**config.mk**
```make
export PLATFORM = sky130hd
export DESIGN_NAME = dma_top
export DESIGN_NICKNAME = d
export VERILOG_FILES = /design/src/logic/dma_pkg.sv /design/src/logic/dma_regs.sv /design/src/logic/dma_addr_gen.sv /design/src/logic/dma_seq.sv /design/src/logic/dma_datapath.sv /design/src/logic/dma_top.sv
export SDC_FILE = /design/constraint.sdc
export NUM_CORES = 1
export LEC_CHECK = 0
export BUFFER_PORTS_ARGS = -buffer_cell sky130_fd_sc_hd__buf_2
export CELL_PAD_IN_SITES_DETAIL_PLACEMENT = 1
export CELL_PAD_IN_SITES_GLOBAL_PLACEMENT = 1
export CORE_ASPECT_RATIO = 1.5
export CORE_MARGIN = 1
export CORE_UTILIZATION = 44
export DETAILED_ROUTE_END_ITERATION = 8
export HOLD_SLACK_MARGIN = 0.12
export PLACE_DENSITY_LB_ADDON = 0.1
export SKIP_CTS_REPAIR_TIMING = 1
export SLEW_MARGIN = 20
export SYNTH_ARGS = -nofsm -noshare
export SYNTH_HDL_FRONTEND = slang
export SYNTH_SLANG_ARGS = --single-unit
```
**constraint.sdc**
```tcl
create_clock -name clk -period 3.46 [get_ports clk]
set_input_delay 0.173 -clock clk [delete_from_list [all_inputs] [get_ports clk]]
set_output_delay 0.173 -clock clk [all_outputs]
set_load 0.1 [all_outputs]
```
**src/logic/dma_pkg.sv**
```systemverilog
/* types shared by the DMA engine blocks
   device codes are {ctrl[7], ctrl[2:0]}; codes not listed here run as plain RAM copy */

package dma_pkg;

  localparam int addr_w = 21;  // DRAM word address
  localparam int len_w  = 8;   // burst length and burst count

  // bit 3 set means RAM to device
  typedef enum logic [3:0] {
    dev_ram    = 4'b0001,
    dev_blt    = 4'b1001,  // transparent blit
    dev_fil    = 4'b0100,
    dev_spi_rd = 4'b0010,
    dev_spi_wr = 4'b1010
  } dma_dev_e;

  // one-cycle port write strobes from the CPU decoder
  typedef struct packed {
    logic saddr_l;
    logic saddr_h;
    logic saddr_x;
    logic daddr_l;
    logic daddr_h;
    logic daddr_x;
    logic len;
    logic launch;  // control byte write
    logic num;
  } dma_port_wr_t;

  typedef struct packed {
    dma_dev_e dev;
    logic     salgn;  // source rectangle
    logic     dalgn;  // destination rectangle
    logic     asz;    // 1: byte pixels, 256-word rows
  } dma_ctrl_t;

  // sequencer state seen by datapath and address generators
  typedef struct packed {
    logic rd;
    logic wr;
    logic blt_dst;     // blit reading destination
    logic bsel;        // high byte of SPI word
    logic next_burst;  // current word closes the burst
  } dma_phase_t;

endpackage

```
**src/logic/dma_regs.sv**
```systemverilog
/* burst length and count are plain registers, written at any time
   launch leaves one cycle after the control byte strobe, together with ctrl */

`timescale 1ns/1ps

module dma_regs (
  input  logic                      clk,
  input  logic                      rst_n,
  input  dma_pkg::dma_port_wr_t     port_wr,
  input  logic [7:0]                zdata,
  output dma_pkg::dma_ctrl_t        ctrl,
  output logic [dma_pkg::len_w-1:0] b_len,
  output logic [dma_pkg::len_w-1:0] b_num,
  output logic                      launch
);

  import dma_pkg::*;

  logic [3:0] dev_code;
  dma_dev_e   dev_map;

  assign dev_code = {zdata[7], zdata[2:0]};  // direction + device

  always_comb
  begin
    case (dev_code)
      dev_blt, dev_fil, dev_spi_rd, dev_spi_wr: dev_map = dma_dev_e'(dev_code);
      default:                                  dev_map = dev_ram;
    endcase
  end

  always_ff @(posedge clk)
  begin
    if (!rst_n)
    begin
      ctrl   <= '{dev: dev_ram, salgn: 1'b0, dalgn: 1'b0, asz: 1'b0};
      launch <= 1'b0;
    end
    else
    begin
      launch <= port_wr.launch;
      if (port_wr.launch)
      begin
        ctrl.dev   <= dev_map;
        ctrl.salgn <= zdata[5];
        ctrl.dalgn <= zdata[4];
        ctrl.asz   <= zdata[3];
      end
    end
  end

  always_ff @(posedge clk)
  begin
    if (port_wr.len)
      b_len <= zdata;  // words per burst minus one
    if (port_wr.num)
      b_num <= zdata;  // bursts minus one
  end

  // the port decoder hands over one register write per cycle
  a_one_strobe: assert property (@(posedge clk) disable iff (!rst_n)
    $onehot0(port_wr));

endmodule

```
**src/logic/dma_addr_gen.sv**
```systemverilog
/* rectangle mode wraps the column inside the row and steps the row at burst end
   address bytes must not be written while a transfer steps this address */

`timescale 1ns/1ps

module dma_addr_gen (
  input  logic                       clk,
  input  logic                       rst_n,
  input  logic                       ld_l,
  input  logic                       ld_h,
  input  logic                       ld_x,
  input  logic [7:0]                 zdata,
  input  logic                       step,
  input  logic                       algn,
  input  logic                       asz,
  input  logic                       next_burst,
  output logic [dma_pkg::addr_w-1:0] addr
);

  import dma_pkg::*;

  logic [7:0]        row_start;  // column restored at row change
  logic [addr_w-1:0] addr_nx;

  always_comb
  begin
    addr_nx = addr + addr_w'(1);  // linear
    if (algn)
    begin
      if (asz)
      begin
        // 256-word rows
        addr_nx[7:0]        = next_burst ? row_start : addr[7:0] + 8'd1;
        addr_nx[addr_w-1:8] = addr[addr_w-1:8] + (addr_w-8)'(next_burst);
      end
      else
      begin
        // 128-word rows
        addr_nx[6:0]        = next_burst ? row_start[6:0] : addr[6:0] + 7'd1;
        addr_nx[addr_w-1:7] = addr[addr_w-1:7] + (addr_w-7)'(next_burst);
      end
    end
  end

  always_ff @(posedge clk)
  begin
    if (!rst_n)
      addr <= '0;
    else if (step)
      addr <= addr_nx;
    else
    begin
      if (ld_l)
      begin
        addr[6:0]      <= zdata[7:1];  // byte address to word address
        row_start[6:0] <= zdata[7:1];
      end
      if (ld_h)
      begin
        addr[12:7]   <= zdata[5:0];
        row_start[7] <= zdata[0];
      end
      if (ld_x)
        addr[20:13] <= zdata;
    end
  end

  // CPU writes to an address register that is being stepped would be lost
  a_no_load_on_step: assert property (@(posedge clk) disable iff (!rst_n)
    step |-> !(ld_l || ld_h || ld_x));

endmodule

```
**src/logic/dma_seq.sv**
```systemverilog
/* a new launch restarts the sequencer even when a transfer is running
   SPI words take two strobes, low byte first; fill reads once, then only writes */

`timescale 1ns/1ps

module dma_seq (
  input  logic                      clk,
  input  logic                      rst_n,
  input  logic                      launch,
  input  dma_pkg::dma_ctrl_t        ctrl,
  input  logic [dma_pkg::len_w-1:0] b_len,
  input  logic [dma_pkg::len_w-1:0] b_num,
  input  logic                      dram_next,
  input  logic                      spi_stb,
  output dma_pkg::dma_phase_t       phase,
  output logic                      s_step,
  output logic                      d_step,
  output logic                      src_sel,
  output logic                      dram_req,
  output logic                      dram_rnw,
  output logic                      spi_req,
  output logic                      dma_act,
  output logic                      int_start
);

  import dma_pkg::*;

  logic             phase_wr;  // 0 read, 1 write
  logic             blt_dst;   // 0 source, 1 destination
  logic             bsel;      // 0 low byte, 1 high byte
  logic [len_w-1:0] b_ctr;     // words left in burst
  logic [len_w:0]   n_ctr;     // bursts left, msb set when idle
  logic             act_q;

  logic dv_blt;
  logic dv_fil;
  logic dv_spi;
  logic spi_wnr;
  logic state_mem;
  logic state_dev;
  logic mem_done;
  logic byte_stb;
  logic dev_done;
  logic blt_hook;
  logic fil_hook;
  logic phase_end;
  logic word_done;
  logic last_in_burst;

  assign dv_blt  = (ctrl.dev == dev_blt);
  assign dv_fil  = (ctrl.dev == dev_fil);
  assign spi_wnr = (ctrl.dev == dev_spi_wr);
  assign dv_spi  = (ctrl.dev == dev_spi_rd) || spi_wnr;

  // SPI read uses the device in its read phase and SPI write in its write phase
  assign state_mem = !dv_spi || (spi_wnr ^ phase_wr);
  assign state_dev = !state_mem;

  assign mem_done  = dma_act && state_mem && dram_next;
  assign byte_stb  = dma_act && state_dev && spi_stb;
  assign dev_done  = byte_stb && bsel;   // high byte closes the word

  // blit source read does not end the read phase
  assign blt_hook  = dv_blt && !blt_dst && !phase_wr;
  assign fil_hook  = dv_fil && phase_wr;  // fill stays writing
  assign phase_end = (mem_done && !blt_hook) || dev_done;
  assign word_done = phase_wr && phase_end;

  assign last_in_burst = (b_ctr == '0);

  always_ff @(posedge clk)
  begin
    if (!rst_n)
    begin
      phase_wr <= 1'b0;
      blt_dst  <= 1'b0;
      bsel     <= 1'b0;
      b_ctr    <= '0;
      n_ctr    <= {1'b1, {len_w{1'b0}}};
      act_q    <= 1'b0;
    end
    else
    begin
      act_q <= dma_act;
      if (launch)
      begin
        phase_wr <= 1'b0;
        blt_dst  <= 1'b0;
        bsel     <= 1'b0;
        b_ctr    <= b_len;
        n_ctr    <= {1'b0, b_num};
      end
      else
      begin
        if (phase_end && !fil_hook)
          phase_wr <= !phase_wr;
        if (dv_blt && mem_done && !phase_wr)
          blt_dst <= !blt_dst;
        if (byte_stb)
          bsel <= !bsel;
        if (word_done)
        begin
          b_ctr <= last_in_burst ? b_len : b_ctr - len_w'(1);
          n_ctr <= n_ctr - (len_w+1)'(last_in_burst);  // underflow ends transfer
        end
      end
    end
  end

  always_comb
  begin
    phase.rd         = !phase_wr;
    phase.wr         = phase_wr;
    phase.blt_dst    = blt_dst;
    phase.bsel       = bsel;
    phase.next_burst = last_in_burst;
  end

  assign dma_act   = !n_ctr[len_w];
  assign int_start = act_q && !dma_act;

  assign dram_req = dma_act && state_mem;
  assign dram_rnw = !phase_wr;
  assign spi_req  = dma_act && state_dev;

  assign src_sel = !phase_wr && !blt_dst;
  assign s_step  = (mem_done || dev_done) && !phase_wr && !blt_dst;
  assign d_step  = word_done;

  a_req_excl: assert property (@(posedge clk) disable iff (!rst_n)
    !(dram_req && spi_req));

  // interrupt only once the last word of the last burst is written
  a_int_at_end: assert property (@(posedge clk) disable iff (!rst_n)
    int_start |-> !dma_act && $past(word_done && last_in_burst && (n_ctr == '0)));

endmodule

```
**src/logic/dma_datapath.sv**
```systemverilog
/* the blit keeps the source word here and merges it into the destination read
   a zero nibble or byte of the source is transparent */

`timescale 1ns/1ps

module dma_datapath (
  input  logic                clk,
  input  logic                rst_n,
  input  dma_pkg::dma_ctrl_t  ctrl,
  input  dma_pkg::dma_phase_t phase,
  input  logic [15:0]         dram_rddata,
  input  logic                dram_next,
  input  logic [7:0]          spi_rddata,
  input  logic                spi_stb,
  output logic [15:0]         data,
  output logic [7:0]          spi_wrdata
);

  import dma_pkg::*;

  logic [15:0] blt_word;
  logic        dev_rd;
  logic        blt_sel;
  logic        mem_cap;
  logic        spi_cap;

  assign dev_rd  = (ctrl.dev == dev_spi_rd);
  assign blt_sel = (ctrl.dev == dev_blt) && phase.blt_dst;
  assign mem_cap = phase.rd && dram_next && !dev_rd;
  assign spi_cap = phase.rd && spi_stb && dev_rd;

  always_comb
  begin
    for (int i = 0; i < 4; i++)
    begin
      blt_word[i*4 +: 4] = (data[i*4 +: 4] != 4'h0) ? data[i*4 +: 4]
                                                    : dram_rddata[i*4 +: 4];
    end
    if (ctrl.asz)
    begin
      // byte pixels
      for (int i = 0; i < 2; i++)
      begin
        blt_word[i*8 +: 8] = (data[i*8 +: 8] != 8'h00) ? data[i*8 +: 8]
                                                       : dram_rddata[i*8 +: 8];
      end
    end
  end

  always_ff @(posedge clk)
  begin
    if (!rst_n)
      data <= '0;
    else if (mem_cap)
      data <= blt_sel ? blt_word : dram_rddata;
    else if (spi_cap)
    begin
      if (phase.bsel)
        data[15:8] <= spi_rddata;
      else
        data[7:0] <= spi_rddata;
    end
  end

  // device reads clock out 0xFF
  assign spi_wrdata = {8{phase.rd}} | (phase.bsel ? data[15:8] : data[7:0]);

endmodule

```
**src/logic/dma_top.sv**
```systemverilog
/* DRAM and SPI answer with one-cycle dram_next / spi_stb while their request is high
   only one CPU strobe per cycle */

`timescale 1ns/1ps

module dma_top (
  input  logic                       clk,
  input  logic                       rst_n,
  input  dma_pkg::dma_port_wr_t      port_wr,
  input  logic [7:0]                 zdata,
  output logic [dma_pkg::addr_w-1:0] dram_addr,
  output logic [15:0]                dram_wrdata,
  output logic                       dram_req,
  output logic                       dram_rnw,
  input  logic [15:0]                dram_rddata,
  input  logic                       dram_next,
  output logic [7:0]                 spi_wrdata,
  output logic                       spi_req,
  input  logic [7:0]                 spi_rddata,
  input  logic                       spi_stb,
  output logic                       dma_act,
  output logic                       int_start
);

  import dma_pkg::*;

  dma_ctrl_t         ctrl;
  dma_phase_t        phase;
  logic [len_w-1:0]  b_len;
  logic [len_w-1:0]  b_num;
  logic              launch;
  logic [addr_w-1:0] s_addr;
  logic [addr_w-1:0] d_addr;
  logic              s_step;
  logic              d_step;
  logic              src_sel;

  dma_regs u_regs (
    .clk     (clk),
    .rst_n   (rst_n),
    .port_wr (port_wr),
    .zdata   (zdata),
    .ctrl    (ctrl),
    .b_len   (b_len),
    .b_num   (b_num),
    .launch  (launch)
  );

  dma_addr_gen u_src (
    .clk        (clk),
    .rst_n      (rst_n),
    .ld_l       (port_wr.saddr_l),
    .ld_h       (port_wr.saddr_h),
    .ld_x       (port_wr.saddr_x),
    .zdata      (zdata),
    .step       (s_step),
    .algn       (ctrl.salgn),
    .asz        (ctrl.asz),
    .next_burst (phase.next_burst),
    .addr       (s_addr)
  );

  dma_addr_gen u_dst (
    .clk        (clk),
    .rst_n      (rst_n),
    .ld_l       (port_wr.daddr_l),
    .ld_h       (port_wr.daddr_h),
    .ld_x       (port_wr.daddr_x),
    .zdata      (zdata),
    .step       (d_step),
    .algn       (ctrl.dalgn),
    .asz        (ctrl.asz),
    .next_burst (phase.next_burst),
    .addr       (d_addr)
  );

  dma_seq u_seq (
    .clk       (clk),
    .rst_n     (rst_n),
    .launch    (launch),
    .ctrl      (ctrl),
    .b_len     (b_len),
    .b_num     (b_num),
    .dram_next (dram_next),
    .spi_stb   (spi_stb),
    .phase     (phase),
    .s_step    (s_step),
    .d_step    (d_step),
    .src_sel   (src_sel),
    .dram_req  (dram_req),
    .dram_rnw  (dram_rnw),
    .spi_req   (spi_req),
    .dma_act   (dma_act),
    .int_start (int_start)
  );

  dma_datapath u_data (
    .clk         (clk),
    .rst_n       (rst_n),
    .ctrl        (ctrl),
    .phase       (phase),
    .dram_rddata (dram_rddata),
    .dram_next   (dram_next),
    .spi_rddata  (spi_rddata),
    .spi_stb     (spi_stb),
    .data        (dram_wrdata),
    .spi_wrdata  (spi_wrdata)
  );

  assign dram_addr = src_sel ? s_addr : d_addr;  // source only in its read phase

endmodule

```
==> run metrics <==
Routed Antenna Nets=0; nets@finish=just over 900; Clock Sinks=119; asr flop ratio synth=0; vias per cell=6.09; Yosys reg bits=approximately 120; first-pass GRT wire length=~37000 µm; core footprint=15100 µm²; Multi-input gate area=about 3800 µm²; final slew viol count=0; Crit path largest cell delay=0.76 ns; Initial Util=0.451; CP most frequent cell=nand2_1; final instance count without filler cells=1075; sequential cell area=roughly 2700 µm²; IO Port Bufs=94; Critical Path AT=3.29 ns; minimum clock period after layout=3.01 ns; worst hold path class=input pin to flip-flop; worst-path fanout max=18; Seq/Total Area, Yosys=0.396; # fillers=1820; synthesized cell area=6830 µm²; max cap viols=0; Core Rows=55; CP max stage cell=dfxtp_1; CP endpoint kind=flip-flop; kind of critical path=flip-flop to flip-flop; gr usage total=0.296; CP cell instances=xor2_1 -> or4_4 -> nand2_1 -> buf_4 -> nand2_1 -> mux2i_1 -> o22ai_1; EDFF count, synth=32; dpl ws=0.442 ns; Routed WL=23400 µm; final core occ=0.536; largest net degree at the start of global routing=53; Syn Nets=837; # IOs=95; status=finished clean; DRT Pass-1 Iters=4; Leak Pwr=between 3 and 4 nW; slew margin rel.=0.294; Synth Flop Type=dfxtp_1; Clock Skew=about 0.0096 ns; Setup TNS=0 ns; Routability Congestion=0.875; antenna diode count=0; area grow syn2layout=18.8%; cell family with the largest share of critical-path delay=simple AND/OR/NAND/NOR gates; Final Hold Viols=0; Critical Path RT=3.74 ns; vias in the first global route=between 6000 and 7000; Die Y-Extent=approximately 150 µm; CTS tree=done; die width=104 µm; Num CTS Buffers=17; root buf cell=clkbuf_16; maximum root-to-sink buffer count=2; peak supply drop=around 0.28 mV; unrepaired setup endpoints after global routing=no; DR vias=6543; Tcrit/Tclk final=0.869; routed len/inst=roughly 22 µm; initial drt markers=293; Worst-path clk slew=0.06 ns; Post-DP HPWL=between 15000 and 20000 µm; Yosys Warn Count=0; final setup violation count=0; PwrDens=526 nW/µm²; max frequency=between 300 and 400 MHz; GR Overflow Total=0; post-synthesis average cell area=8.75 µm²; Gate Count Post-Synth=781; Slew @ Worst Pin=between 1 and 1.5 ns; DRC=0; CP bufs+invs=1; layout cell share with drive strength beyond 1=0.212; H-tree Lvls=4; post-synth cell types=68; power consumption=4.27 mW; Final WS setup=0.452 ns; initial antenna violation count=0; placed cell count=1036; Startpoint Class=flip-flop; Worst-Skew Late Latency=between 0.4 and 0.5 ns; Die Area=16000 µm²
layer usage:
layer | GRT usage | wire length [µm]
met1 | 0.323 | 9470
met4 | 0.144 | 921
met2 | 0.548 | 12200
met3 | 0.0535 | 772
met5 | 0 | 0
state kept, by name, summed over array words and instances, names as in the netlist:
signal           cells
u_data.data         16
u_dst.addr          21
u_dst.row_start      8
u_regs.b_len         8
u_regs.b_num         8
u_regs.ctrl          7
u_regs.launch        1
u_seq.act_q          1
u_seq.b_ctr          8
u_seq.blt_dst        1
u_seq.bsel           1
u_seq.n_ctr          9
u_seq.phase_wr       1
u_src.addr          21
u_src.row_start      8
per-stage QoR:
step / area, µm² / hold WS (ns)
6_report: 8120 / 0.0967
5_1_grt: 8120 / 0.124
4_1_cts: 8050 / 0.0885
3_5_place_dp: 7450 / 0.482
3_3_place_gp: 7450 / 0.464
2_1_floorplan: 6830 / 0.272
placed cells by master, fill, tap and decap left out, drive strengths merged, types with 7 or more instances in the layout:
cell and count:
o211ai 9, buf 109, dlygate4sd3 7, nor3 9, nor2 64, nor4 7
edfxtp 32, xor2 11, a31oi 17, nand3 25, nor2b 9, nor3b 7
ha 11, xnor2 19, and3 20, clkbuf 23, nand4 17, dfxtp 87
o21ai 47, and2 8, inv 21, mux2i 37, a211oi 34, clkinv 9
nand2 76, mux2 29, a21oi 50
power breakdown:
group          switching, mW  internal (mW)
sequential             0.126           1.52
clock                  0.673           1.08
combinational          0.622          0.245
worst paths after layout:
kind,cells past startpoint,slack (ns),start,end
min,4,0.1,spi_stb,u_seq.bsel
max,7,0.45,u_seq.phase_wr,u_seq.b_ctr[2]
max reg2reg,7,0.45,u_seq.phase_wr,u_seq.b_ctr[2]
min reg2reg,2,0.52,u_seq.b_ctr[5],u_seq.b_ctr[5]
cell usage after synthesis (all sizes together) (3+ instances only):
cell type / count / share of area
nor3: 9 / 0.0066
o22ai: 5 / 0.0046
inv: 20 / 0.011
nand4: 17 / 0.016
o211ai: 9 / 0.0099
o21ai: 47 / 0.034
xnor2: 19 / 0.024
edfxtp: 32 / 0.14
nor4b: 4 / 0.0060
o311ai: 4 / 0.0051
buf: 6 / 0.0051
o2bb2ai: 3 / 0.0038
a221oi: 3 / 0.0038
mux2i: 37 / 0.054
nor2: 64 / 0.035
a21oi: 50 / 0.039
nand3: 25 / 0.018
a211oi: 34 / 0.037
nand2b: 6 / 0.0055
clkbuf: 47 / 0.026
a31oi: 17 / 0.016
o21a: 3 / 0.0033
nor2b: 9 / 0.0082
nor3b: 7 / 0.0077
ha: 11 / 0.020
mux2: 29 / 0.048
nor4: 7 / 0.0064
xor2: 11 / 0.014
a311oi: 5 / 0.0064
nand2: 76 / 0.042
and2: 8 / 0.0077
or4: 5 / 0.0060
o31a: 3 / 0.0038
nand3b: 3 / 0.0033
or3: 6 / 0.0055
and3: 20 / 0.018
a2bb2oi: 3 / 0.0038
dfxtp: 87 / 0.25
kinds of logic after synthesis:
group | count (synthesis) | synth area share
AND/OR/NAND/NOR | 275 | 0.204
AO/OA/AOI/OAI | 206 | 0.198
flip-flops | 119 | 0.396
buffers and inverters | 74 | 0.0425
multiplexers | 66 | 0.102
XOR/XNOR | 30 | 0.0385
adder cells (fa/ha/maj) | 11 | 0.0201
cell type report:
type	instances	share of cell area
multi-input cells	588	0.473
flip-flops and latches	119	0.333
repair buffers	116	0.0805
clock buffers	23	0.0655
well taps	199	0.0307
inverters	21	0.00971
clock inverters	9	0.00740
worst min-delay path, delay by kind of cell:
kind / cells / cell delay [ns]
xor+xnor: 1 / 0.06
buf+inv: 1 / 0.11
simple gates: 2 / 0.14
No activity file was read; power rests on OpenSTA's default activity.
